===== config.mk =====
export PLATFORM = sky130hd
export DESIGN_NAME = ptw_top
export DESIGN_NICKNAME = d
export VERILOG_FILES = /design/src/rtl/ptw_cfg_pkg.sv /design/src/rtl/ptw_types_pkg.sv /design/src/rtl/pmp_entry.sv /design/src/rtl/pmp_resolve.sv /design/src/rtl/ptw_walker.sv /design/src/rtl/ptw_top.sv
export SDC_FILE = /design/constraint.sdc
export NUM_CORES = 1
export LEC_CHECK = 0
export ABC_AREA = 1
export BUFFER_PORTS_ARGS = -buffer_cell sky130_fd_sc_hd__buf_4
export CORE_AREA = 2 2 233 235
export DETAILED_ROUTE_END_ITERATION = 6
export DIE_AREA = 0 0 235 237
export GPL_ROUTABILITY_DRIVEN = 1
export PLACE_DENSITY_LB_ADDON = 0.08
export SYNTH_ARGS = -nofsm -noshare
export SYNTH_HDL_FRONTEND = slang
export SYNTH_SLANG_ARGS = --single-unit

===== constraint.sdc =====
create_clock -name clk_i -period 4.14 [get_ports clk_i]
set_input_delay 0.621 -clock clk_i [delete_from_list [all_inputs] [get_ports clk_i]]
set_output_delay 0.621 -clock clk_i [all_outputs]
set_load 0.01 [all_outputs]

===== src/rtl/ptw_cfg_pkg.sv =====
package ptw_cfg_pkg;

    // ------------------------------------------------------------
    // Sv39 address geometry
    // ------------------------------------------------------------

    // virtual address width, bits 63:39 must be a sign extension
    localparam int unsigned va_w = 39;
    // physical address and page number widths
    localparam int unsigned pa_w = 56;
    localparam int unsigned ppn_w = 44;
    // one vpn slice indexes 512 PTEs of a table
    localparam int unsigned vpn_w = 9;
    // three levels, level 2 is the root table
    localparam int unsigned levels = 3;
    localparam int unsigned lvl_w = $clog2(levels);
    // full vpn as stored in the TLB
    localparam int unsigned va_vpn_w = levels * vpn_w;
    // 4 KiB pages
    localparam int unsigned pgoff_w = 12;
    // PTEs are 8 bytes
    localparam int unsigned pte_bytes_log = 3;
    localparam int unsigned asid_w = 16;

    // ------------------------------------------------------------
    // PMP
    // ------------------------------------------------------------

    localparam int unsigned pmp_entries = 4;
    // pmpaddr holds address bits pa_w-1:2
    localparam int unsigned pmp_addr_w = pa_w - 2;

    // ------------------------------------------------------------
    // memory bus
    // ------------------------------------------------------------

    // one PTE per Wishbone beat
    localparam int unsigned wb_dat_w = 64;
    localparam int unsigned wb_sel_w = wb_dat_w / 8;

endpackage


===== src/rtl/ptw_types_pkg.sv =====
package ptw_types_pkg;

    // ------------------------------------------------------------
    // page table entry
    // ------------------------------------------------------------

    // Sv39 PTE, msb first
    typedef struct packed {
        logic [9:0] reserved;
        logic [ptw_cfg_pkg::ppn_w-1:0] ppn;
        // free for supervisor software
        logic [1:0] rsw;
        logic d;
        logic a;
        logic g;
        logic u;
        logic x;
        logic w;
        logic r;
        logic v;
    } pte_t;

    // ------------------------------------------------------------
    // miss intake and TLB update
    // ------------------------------------------------------------

    typedef struct packed {
        logic [ptw_cfg_pkg::va_w-1:0] vaddr;
        logic is_instr;
        // only meaningful for data misses
        logic is_store;
        // make executable pages readable
        logic mxr;
        logic [ptw_cfg_pkg::ppn_w-1:0] satp_ppn;
        logic [ptw_cfg_pkg::asid_w-1:0] asid;
    } miss_req_t;

    typedef struct packed {
        logic [ptw_cfg_pkg::va_vpn_w-1:0] vpn;
        logic [ptw_cfg_pkg::asid_w-1:0] asid;
        logic is_1g;
        logic is_2m;
        // leaf PTE, g is the OR over the whole walk
        pte_t content;
    } tlb_update_t;

    typedef enum logic [1:0] {
        fault_none = 2'd0,
        fault_page = 2'd1,
        fault_access = 2'd2
    } walk_fault_e;

    // ------------------------------------------------------------
    // Wishbone classic
    // ------------------------------------------------------------

    typedef struct packed {
        logic cyc;
        logic stb;
        logic we;
        logic [ptw_cfg_pkg::pa_w-1:0] adr;
        logic [ptw_cfg_pkg::wb_sel_w-1:0] sel;
    } wb_m2s_t;

    typedef struct packed {
        logic ack;
        logic [ptw_cfg_pkg::wb_dat_w-1:0] dat;
    } wb_s2m_t;

    // ------------------------------------------------------------
    // PMP
    // ------------------------------------------------------------

    // RISC-V A field encodings, TOR and NA4 are not handled
    typedef enum logic [1:0] {
        pmp_off = 2'b00,
        pmp_napot = 2'b11
    } pmp_mode_e;

    // one pmpcfg byte, lock and reserved bits folded into rsvd
    typedef struct packed {
        logic [2:0] rsvd;
        pmp_mode_e mode;
        logic x;
        logic w;
        logic r;
    } pmpcfg_t;

    // per entry result towards the resolver
    typedef struct packed {
        logic match;
        logic r;
    } pmp_hit_t;

endpackage


===== src/rtl/pmp_entry.sv =====
`timescale 1ns/1ps

module pmp_entry (
    input  logic [ptw_cfg_pkg::pa_w-1:0] addr_i,
    input  ptw_types_pkg::pmpcfg_t cfg_i,
    input  logic [ptw_cfg_pkg::pmp_addr_w-1:0] pmpaddr_i,
    output ptw_types_pkg::pmp_hit_t match_o
);

    // ------------------------------------------------------------
    // NAPOT decode
    // ------------------------------------------------------------

    // k trailing ones in pmpaddr give a 2^(k+3) byte region
    // adding one clears those ones and sets the next zero,
    // so the xor marks the k+1 low bits that are don't-care
    logic [ptw_cfg_pkg::pmp_addr_w-1:0] napot_mask;
    logic [ptw_cfg_pkg::pmp_addr_w-1:0] word_addr;
    logic in_range;

    assign napot_mask = ~(pmpaddr_i ^ (pmpaddr_i + 1'b1));

    // pmpaddr counts 4-byte words
    assign word_addr = addr_i[ptw_cfg_pkg::pa_w-1:2];

    // an all-ones pmpaddr masks everything and covers the whole space
    assign in_range = (word_addr & napot_mask) == (pmpaddr_i & napot_mask);

    // ------------------------------------------------------------
    // result
    // ------------------------------------------------------------

    always_comb begin
        // OFF never matches, the walker only ever loads so r is all we report
        match_o.match = (cfg_i.mode == ptw_types_pkg::pmp_napot) && in_range;
        match_o.r = cfg_i.r;
    end

endmodule


===== src/rtl/pmp_resolve.sv =====
`timescale 1ns/1ps

module pmp_resolve (
    input  ptw_types_pkg::pmp_hit_t [ptw_cfg_pkg::pmp_entries-1:0] hits_i,
    output logic allow_o
);

    logic [ptw_cfg_pkg::pmp_entries-1:0] match_vec;

    for (genvar i = 0; i < ptw_cfg_pkg::pmp_entries; i++) begin : gen_match
        assign match_vec[i] = hits_i[i].match;
    end

    // ------------------------------------------------------------
    // priority
    // ------------------------------------------------------------

    always_comb begin
        // no match denies in S-mode
        allow_o = 1'b0;
        // walk from the top so the lowest matching entry is written last
        for (int i = ptw_cfg_pkg::pmp_entries - 1; i >= 0; i--) begin
            if (match_vec[i]) begin
                allow_o = hits_i[i].r;
            end
        end
    end

endmodule


===== src/rtl/ptw_walker.sv =====
`timescale 1ns/1ps

module ptw_walker (
    input  logic clk_i,
    input  logic rst_ni,
    input  logic flush_i,
    input  logic miss_valid_i,
    input  ptw_types_pkg::miss_req_t miss_i,
    output logic busy_o,
    output ptw_types_pkg::wb_m2s_t wb_o,
    input  ptw_types_pkg::wb_s2m_t wb_i,
    output logic [ptw_cfg_pkg::pa_w-1:0] pte_addr_o,
    input  logic pmp_allow_i,
    output logic update_valid_o,
    output ptw_types_pkg::tlb_update_t update_o,
    output ptw_types_pkg::walk_fault_e fault_o
);

    typedef enum logic [2:0] {
        st_idle,
        st_pmp_check,
        st_bus_wait,
        st_pte_lookup,
        st_result,
        st_drain,
        st_latency
    } state_e;

    state_e state_q, state_d;
    ptw_types_pkg::miss_req_t req_q;
    // level 2 is the root table
    logic [ptw_cfg_pkg::lvl_w-1:0] lvl_q, lvl_d;
    // base page of the table being walked
    logic [ptw_cfg_pkg::ppn_w-1:0] ptr_q, ptr_d;
    ptw_types_pkg::pte_t pte_q;
    logic glob_q, glob_d;
    ptw_types_pkg::walk_fault_e res_q, res_d;

    logic [ptw_cfg_pkg::vpn_w-1:0] vpn_slice;
    logic [ptw_cfg_pkg::ppn_w-1:0] low_mask;
    logic is_leaf, bad_pte, perm_fault, misaligned;

    // ------------------------------------------------------------
    // PTE address and checks
    // ------------------------------------------------------------

    // vpn[lvl] picks the entry inside the current table
    assign vpn_slice = req_q.vaddr[ptw_cfg_pkg::pgoff_w + ptw_cfg_pkg::vpn_w * lvl_q
                                   +: ptw_cfg_pkg::vpn_w];
    assign pte_addr_o = {ptr_q, vpn_slice, ptw_cfg_pkg::pte_bytes_log'(0)};

    // ppn slices below the leaf level must be zero on a superpage
    assign low_mask = (ptw_cfg_pkg::ppn_w'(1) << (ptw_cfg_pkg::vpn_w * lvl_q))
                      - ptw_cfg_pkg::ppn_w'(1);
    assign misaligned = |(pte_q.ppn & low_mask);

    assign is_leaf = pte_q.r || pte_q.x;
    // invalid, or the reserved w-without-r encoding
    assign bad_pte = !pte_q.v || (pte_q.w && !pte_q.r);

    always_comb begin
        if (req_q.is_instr) begin
            perm_fault = !pte_q.x || !pte_q.a;
        end else begin
            // execute-only pages are readable only under mxr
            perm_fault = !pte_q.a || !(pte_q.r || (pte_q.x && req_q.mxr));
            // A/D are managed by software, so a clean page faults on a store
            if (req_q.is_store && (!pte_q.w || !pte_q.d)) begin
                perm_fault = 1'b1;
            end
        end
    end

    // ------------------------------------------------------------
    // walk FSM
    // ------------------------------------------------------------

    always_comb begin
        state_d = state_q;
        lvl_d = lvl_q;
        ptr_d = ptr_q;
        glob_d = glob_q;
        res_d = res_q;
        case (state_q)
            st_idle: begin
                if (miss_valid_i) begin
                    state_d = st_pmp_check;
                    lvl_d = ptw_cfg_pkg::lvl_w'(ptw_cfg_pkg::levels - 1);
                    ptr_d = miss_i.satp_ppn;
                    glob_d = 1'b0;
                    res_d = ptw_types_pkg::fault_none;
                end
            end
            // PMP runs combinationally on pte_addr_o
            st_pmp_check: begin
                if (pmp_allow_i) begin
                    state_d = st_bus_wait;
                end else begin
                    res_d = ptw_types_pkg::fault_access;
                    state_d = st_result;
                end
            end
            st_bus_wait: begin
                if (wb_i.ack) begin
                    state_d = st_pte_lookup;
                end
            end
            st_pte_lookup: begin
                glob_d = glob_q | pte_q.g;
                state_d = st_result;
                if (bad_pte) begin
                    res_d = ptw_types_pkg::fault_page;
                end else if (!is_leaf) begin
                    // pointer, descend unless we are already at the last level
                    if (lvl_q == '0) begin
                        res_d = ptw_types_pkg::fault_page;
                    end else begin
                        lvl_d = lvl_q - 1'b1;
                        ptr_d = pte_q.ppn;
                        state_d = st_pmp_check;
                    end
                end else if (perm_fault || misaligned) begin
                    res_d = ptw_types_pkg::fault_page;
                end
            end
            st_result: state_d = st_latency;
            // flushed with a bus cycle open
            st_drain: begin
                if (wb_i.ack) begin
                    state_d = st_latency;
                end
            end
            default: state_d = st_idle;
        endcase

        // flush drops the walk, an open bus cycle still has to see its ack
        if (flush_i && state_q != st_idle) begin
            if ((state_q == st_bus_wait || state_q == st_drain) && !wb_i.ack) begin
                state_d = st_drain;
            end else begin
                state_d = st_latency;
            end
        end
    end

    always_ff @(posedge clk_i or negedge rst_ni) begin
        if (!rst_ni) begin
            state_q <= st_idle;
            lvl_q <= '0;
            glob_q <= 1'b0;
            res_q <= ptw_types_pkg::fault_none;
        end else begin
            state_q <= state_d;
            lvl_q <= lvl_d;
            glob_q <= glob_d;
            res_q <= res_d;
        end
    end

    always_ff @(posedge clk_i) begin
        if (state_q == st_idle && miss_valid_i) begin
            req_q <= miss_i;
        end
        ptr_q <= ptr_d;
        // PTE is evaluated in the cycle after its ack
        if (state_q == st_bus_wait && wb_i.ack) begin
            pte_q <= wb_i.dat;
        end
    end

    // ------------------------------------------------------------
    // outputs
    // ------------------------------------------------------------

    always_comb begin
        busy_o = (state_q != st_idle);
        // read only, one full 64-bit word per cycle
        wb_o.cyc = (state_q == st_bus_wait) || (state_q == st_drain);
        wb_o.stb = wb_o.cyc;
        wb_o.we = 1'b0;
        wb_o.sel = '1;
        wb_o.adr = pte_addr_o;

        update_valid_o = (state_q == st_result) && (res_q == ptw_types_pkg::fault_none);
        fault_o = (state_q == st_result) ? res_q : ptw_types_pkg::fault_none;

        update_o.vpn = req_q.vaddr[ptw_cfg_pkg::va_w-1:ptw_cfg_pkg::pgoff_w];
        update_o.asid = req_q.asid;
        // leaf level gives the page size
        update_o.is_1g = (lvl_q == ptw_cfg_pkg::lvl_w'(2));
        update_o.is_2m = (lvl_q == ptw_cfg_pkg::lvl_w'(1));
        update_o.content = pte_q;
        update_o.content.g = pte_q.g | glob_q;
    end

    // ------------------------------------------------------------
    // assertions
    // ------------------------------------------------------------

    // a classic cycle closes right after its ack
    cyc_drops_after_ack_a: assert property (@(posedge clk_i) disable iff (!rst_ni)
        wb_o.cyc && wb_i.ack |=> !wb_o.cyc);

    // address held across wait states
    adr_stable_a: assert property (@(posedge clk_i) disable iff (!rst_ni)
        wb_o.stb && !wb_i.ack |=> $stable(wb_o.adr));

    // results are single-cycle pulses
    result_pulse_a: assert property (@(posedge clk_i) disable iff (!rst_ni)
        (update_valid_o || fault_o != ptw_types_pkg::fault_none)
        |=> (!update_valid_o && fault_o == ptw_types_pkg::fault_none));

endmodule


===== src/rtl/ptw_top.sv =====
`timescale 1ns/1ps

module ptw_top (
    input  logic clk_i,
    input  logic rst_ni,
    input  logic flush_i,
    // miss intake
    input  logic miss_valid_i,
    input  ptw_types_pkg::miss_req_t miss_i,
    output logic busy_o,
    // page table memory
    output ptw_types_pkg::wb_m2s_t wb_o,
    input  ptw_types_pkg::wb_s2m_t wb_i,
    // PMP configuration
    input  ptw_types_pkg::pmpcfg_t [ptw_cfg_pkg::pmp_entries-1:0] pmpcfg_i,
    input  logic [ptw_cfg_pkg::pmp_entries-1:0][ptw_cfg_pkg::pmp_addr_w-1:0] pmpaddr_i,
    // walk results
    output logic update_valid_o,
    output ptw_types_pkg::tlb_update_t update_o,
    output ptw_types_pkg::walk_fault_e fault_o
);

    // address of the PTE about to be read
    logic [ptw_cfg_pkg::pa_w-1:0] pte_addr;
    logic pmp_allow;
    ptw_types_pkg::pmp_hit_t [ptw_cfg_pkg::pmp_entries-1:0] pmp_hits;

    ptw_walker ptw_walker_i (
        .clk_i          (clk_i),
        .rst_ni         (rst_ni),
        .flush_i        (flush_i),
        .miss_valid_i   (miss_valid_i),
        .miss_i         (miss_i),
        .busy_o         (busy_o),
        .wb_o           (wb_o),
        .wb_i           (wb_i),
        .pte_addr_o     (pte_addr),
        .pmp_allow_i    (pmp_allow),
        .update_valid_o (update_valid_o),
        .update_o       (update_o),
        .fault_o        (fault_o)
    );

    // every entry sees the same PTE address
    for (genvar i = 0; i < ptw_cfg_pkg::pmp_entries; i++) begin : gen_pmp
        pmp_entry pmp_entry_i (
            .addr_i     (pte_addr),
            .cfg_i      (pmpcfg_i[i]),
            .pmpaddr_i  (pmpaddr_i[i]),
            .match_o    (pmp_hits[i])
        );
    end

    // lowest matching entry wins
    pmp_resolve pmp_resolve_i (
        .hits_i  (pmp_hits),
        .allow_o (pmp_allow)
    );

endmodule


### Word-level counts from Yosys, hierarchy flattened

Index checks and enable logic that the tools add are counted.
Widths: inputs -> output; s select.

* reduce and logical (&&, ||, !) cells: 39
* $add $sub $neg: 7
* $mul: 1
* shifts and indexed selects: 2
* mux-type cells: 36
* bitwise gates (word level): 18
* equality and inequality tests: 25

Operators by type and width (count)
* $and 54x54->54: 8
* $add 54x1->54 const B: 4
* $eq 54x54->1: 4
* $not 54->54: 4
* $xor 54x54->54: 4
* $mux 44: 4
* $pmux 44 s2: 1
* $and 44x44->44: 1
* $reduce_or 44->1: 1
* $shl 1x6->44 const A: 1
* $sub 44x2->44 const B: 1
* $shiftx 39x33->9: 1
* $mux 2: 12
* $mux 3: 8
* $pmux 3 s6: 1
* $logic_and 1x1->1: 12
* $eq 2x2->1 const B: 5
* $ne 2x2->1 const B: 5
* $reduce_and 5->1: 2
* $ne 3x2->1 const B: 3
* $logic_not 1->1: 8
* $logic_or 1x1->1: 8
* $add 4x6->7 const A: 1
* $mux 1: 7
* other kinds (18): 22

* register bits: 174
* logic and storage cells: 149
* bits of input ports: 419

### Logic depth before layout (Yosys ltp)

* depth in word-level cells: 13
* gate-level depth with buffers: 34

### By module

Synthesis repeated with hierarchy kept, for this count alone.

* cells, all modules: 3416
* area total of the unflattened synthesis: 21558.2 um^2

Modules (own cells, without submodules)
* pmp_entry (gen_pmp[0].pmp_entry_i ...): cells an instance 677, times used 3, area an instance 3460.8 um^2, seq. area each 0.0 um^2
* ptw_walker: cells an instance 658, times used 1, area an instance 7539.7 um^2, seq. area each 4824.6 um^2
* pmp_entry (gen_pmp[1].pmp_entry_i): cells an instance 718, times used 1, area an instance 3598.5 um^2, seq. area each 0.0 um^2
* pmp_resolve: cells an instance 9, times used 1, area an instance 37.5 um^2, seq. area each 0.0 um^2

### Least setup slack after synthesis

No wires, ideal clock.

* kind: register -> register
* start: reg ptw_walker_i.state_q[2]
* end: reg ptw_walker_i.ptr_q[0] (netlist bit), enable pin
* data arrival time: 4.017 ns
* period minus slack after synthesis: 4.421 ns
* required time: 3.736 ns
* setup time: 0.404 ns
* slack: -0.281 ns
* cell stages (with the launch flop): 6
* cell sequence: dfrtp_1 > nor3_1 > inv_1 > nor2_1 > inv_1 > nand2_1

* longest elaborated chain between the ends: 3
* elaborated cells on any way between the ends: 8
* those cells by class: eq/ne (5); reduce/logical (3)

Ends and longest elaborated chain
* from (decl): line ptw_walker.sv:29 `state_e state_q, state_d;`
* from (signal assigned): line ptw_walker.sv:148 `state_q <= st_idle;`
* from (signal assigned): line ptw_walker.sv:153 `state_q <= state_d;`
* $eq 3x2->1 / $logic_not 3->1 (equally long branches): line ptw_walker.sv:84 `case (state_q)`
* $ne 2x2->1 (no source line) / $reduce_bool 2->1 (equally long branches)
* $reduce_and 5->1 (no source line) (*)
* to (signal assigned): line ptw_walker.sv:164 `ptr_q <= ptr_d;`
* to (decl): line ptw_walker.sv:34 `logic [ptw_cfg_pkg::ppn_w-1:0] ptr_q, ptr_d;`

Every way passes the cells marked *; elsewhere a longest branch is shown, timed or not.
A chain may end at the register's enable or synchronous reset.

### Final worst setup path

* start: in pmpaddr_i[54] (netlist bit)
* end: reg ptw_walker_i.res_q[1]

* longest elaborated chain between the ends: 10
* elaborated cells on any way between the ends: 11
* those cells by class: add/sub (1); eq/ne (2); mux (2); bitwise (4); reduce/logical (2)

Ends and longest elaborated chain
* from (decl): line ptw_top.sv:16 `input logic [ptw_cfg_pkg::pmp_entries-1:0][ptw_cfg_pkg::pmp_addr_w-1:0] pmpaddr_i,`
* $add 54x1->54: line pmp_entry.sv:21 `assign napot_mask = ~(pmpaddr_i ^ (pmpaddr_i + 1'b1));`
* $xor 54x54->54: line pmp_entry.sv:21
* $not 54->54: line pmp_entry.sv:21
* $and 54x54->54: line pmp_entry.sv:27 `assign in_range = (word_addr & napot_mask) == (pmpaddr_i & napot_mask);`
* $eq 54x54->1 (*): line pmp_entry.sv:27
* $logic_and 1x1->1 (*): line pmp_entry.sv:35 `match_o.match = (cfg_i.mode == ptw_types_pkg::pmp_napot) && in_range;`
* $mux 1 (*) (2 in series): line pmp_resolve.sv:23 `if (match_vec[i]) begin`
* $ne 2x2->1 (no source line) (*)
* $reduce_and 5->1 (no source line) (*)
* to (signal assigned): line ptw_walker.sv:151 `res_q <= ptw_types_pkg::fault_none;`
* to (signal assigned): line ptw_walker.sv:156 `res_q <= res_d;`
* to (decl): line ptw_walker.sv:37 `ptw_types_pkg::walk_fault_e res_q, res_d;`

Marked as above.

==> metrics.md <==
| Metric | Value |
|---|---|
| Status | finished, violations left |
| Failing checks | setup timing |
| Worst Path Arrival | 4570 ps |
| Post-Route M1 WL | 35.0 mm |
| Rel. slew slack | 40.4% |
| Layout Cells excl Fill | 4479 |
| Critical Path Start | pmpaddr_i[54] |
| CP max stage delay | 310 ps |
| Post-synth ARST share | 4.94% |
| Fin worst setup slack | -52.5 ps |
| Worst EP required | 4520 ps |
| Clock buffer depth | 2 |
| DRC errors left | 0 |
| Final Skew | 14.9 ps |
| Synth area leader | edfxtp_1 |
| Worst hold path type | primary input to flop |
| Ports | 599 |
| Register Area | 4820 um2 |
| Fin crit share | 101% |
| Number of synthesized register bits | 162 |
| CP endpoint kind | flop |
| Largest family of logic cells by synthesized area | simple AND/OR/NAND/NOR gates |
| Detail Route Antenna Nets | 0 |
| Clock Tree Root | clkbuf_16 |
| Synth cell types | 48 |
| Drt first pass iters | 5 |
| Largest net degree at the start of global routing | 65 |
| Area share of the largest cell type after synthesis | 22.8% |
| Hold Crit Start | wb_i[34] |
| Clock latency on the worst-skew pair | 450 ps |
| Synthesized cell area | 20300 um2 |
| Synth Flop Type | edfxtp_1 |
| Slew Limit Fails | 0 |
| IO Port Bufs | 554 |
| Crit Path Category | primary input to flop |
| Commonest cells post-synth | nand2_1 (1047), inv_1 (586), nand3_1 (249) |
| Wire length on met2 | 40.6 mm |
| Num rows | 85 |
| Most frequent CP cell | nand2_1 |
| Mux cell area share after synthesis | 0% |
| Layout Nets | 4404 |
| CTS tree | yes |
| Critical-path top delay cell | ha_1 |
| Vias | 22200 |
| Core area | 53300 um2 |
| Die H | 237 um |
| Die Width | 235 um |
| Total grt overflow | 0 |
| Worst-Margin Slew | 894 ps |
| Routed WL | 85.9 mm |
| CTS H-tree lvls | 4 |
| Die area | 55700 um2 |
| Fillcell total | 5384 |
| Simple-gate share of the synthesized area | 41.8% |
| GP Congestion | 0.936 |
| WHS | 343 ps |
| Synth Area in Compound Gates | 2.21% |
| Placed cell count | 4426 |
| CTS Buf Count | 17 |
| Post-Syn Area per Cell | 6.54 um2 |
| Seq/Total Area, Yosys | 23.8% |
| Antenna violations before repair | 18 |
| XOR/XNOR Fraction of Synth Area | 2.68% |
| Reg-to-Reg Start | ptw_walker_i.lvl_q[0] |
| CTS Sinks | 162 |
| Tot Pwr | 7.42 mW |
| First-pass GRT wire length | 124 mm |
| Max IR drop VDD | 0.381 mV |
| Vias in the first global route | 21200 |
| Vias per inst | 4.95 |
| Warnings from Yosys | 0 |
| Initial core utilization | 38.1% |
| Area of the multi-input gates | 12600 um2 |
| Synth-to-Final Area Change | 33.0% |
| Fmax | 239 MHz |
| Post-Synth Adder-Cell Area | 13.7% |
| Synth top area cells | edfxtp_1 (23%), nand2_1 (19%), ha_1 (14%) |
| Fraction of layout cells with a size suffix above 1 | 25.9% |
| Leak | 14.3 nW |
| Setup violations, final | 4 |
| Crit path max fanout | 6 |
| Hold Vio Cnt, Final | 0 |
| Routed WL per cell | 19.2 um |
| Post-synthesis cell count | 3100 |
| Number of synthesized flops with an enable pin | 154 |
| Power Density | 275 nW/um2 |
| CP Launch Type | primary input |
| MaxCap Viol Count | 0 |
| HPWL after DPL | 72.7 mm |
| DR top layer | met5 |
| Worst-path clk slew | 80 ps |
| Most common cell in the netlist | nand2_1 |
| RSZ-0062 raised after global routing | yes |
| Min Tclk post-route | 4190 ps |
| Routed wl met3 | 6.75 mm |
| DRT iter0 DRCs | 1388 |
| GRT Total Usage | 30.0% |
==> where the power goes <==
part,internal (mW),switching (mW)
Clock,0.860,0.754
Combinational,1.31,1.95
Sequential,2.11,0.441
Total,4.28,3.14
==> critical path: cells and delay by family <==
kind / cells / cell delay [ps]
fa+ha+maj: 2 / 440
buf+inv: 3 / 210
simple gates: 27 / 3300
==> cell usage in the layout, fill, tap and decap left out, types with 18 or more instances in the layout <==
cell type	Yosys	routed
inv_1	586	583
xor2_1	52	52
nor3_1	35	33
edfxtp_1	154	154
nand3_1	249	242
nor2_1	187	174
o21ai_0	54	52
buf_4	119	765
nor2_2	17	20
or2_2	37	37
nand2_1	1047	1034
nand3b_1	21	21
nand4_1	153	153
nand3_2	13	18
nor2_4	21	31
ha_1	222	218
==> worst paths after layout <==
path	end	slack (ps)	cells past startpoint
min in group asynchronous	ptw_walker_i.lvl_q[0]	570	2
max reg2reg	ptw_walker_i.res_q[1]	1000	18
max in group asynchronous	ptw_walker_i.res_q[0]	3430	2
min reg2reg	ptw_walker_i.glob_q	510	2
min	ptw_walker_i.update_o[34]	340	1
max	ptw_walker_i.res_q[1]	-50	32
==> state kept, by name (all words and copies together), names as in the netlist <==
signal and count:
ptw_walker_i.glob_q 1, ptw_walker_i.pte_q 1, ptw_walker_i.lvl_q 2, ptw_walker_i.update_o 106, ptw_walker_i.res_q 2, ptw_walker_i.ptr_q 44
ptw_walker_i.req_q 3, ptw_walker_i.state_q 3
==> repair_timing <==
| item | 4_1_cts | 5_1_grt |
|---|---|---|
| endpoints found under the setup margin | 4 | 4 |
| endpoints found under the hold margin | 8 | 0 |
| setup buffers | 5 | 9 |
| pin swaps | 26 | 49 |
| hold buffers | 1 | 0 |
| resized for setup | 34 | 37 |
==> area by class of cell <==
type,count,area share [%]
Antenna cell,7,0.0649
Clock buffer,17,1.58
Clock inverter,15,0.635
Multi-Input combinational cell,2213,46.5
Inverter,592,8.25
Tap cell,696,3.23
Timing Repair Buffer,777,21.8
Sequential cell,162,17.9
==> cell families (layout without fill, tap and decap cells) <==
logic type	after synthesis	in the layout
AO/OA/AOI/OAI	81	81
AND/OR/NAND/NOR	1836	1836
other	2	19
XOR/XNOR	62	62
flip-flops	162	162
buffers and inverters	735	1401
adder cells (fa/ha/maj)	222	222
==> through the flow <==
stage | TNS, ps | cell area [um2] | utilization (%) | setup WS (ps)
2_1_floorplan | 0 | 20300 | - | 257
5_1_grt | -1420 | 27000 | 50.6 | -380
4_1_cts | -140 | 26700 | 50.2 | -61.0
6_report | -106 | 27000 | 50.6 | -52.5
3_5_place_dp | -2450 | 26000 | 48.7 | -633
3_3_place_gp | -2180 | 26000 | 48.7 | -582
==> metal layers <==
layer,vias to the layer above,global-route usage [%]
met5,-,0
met4,20,11.4
met3,144,7.85
met2,703,51.3
met1,10200,36.0
li1,11100,-
Power figures use the tool's default switching activity.
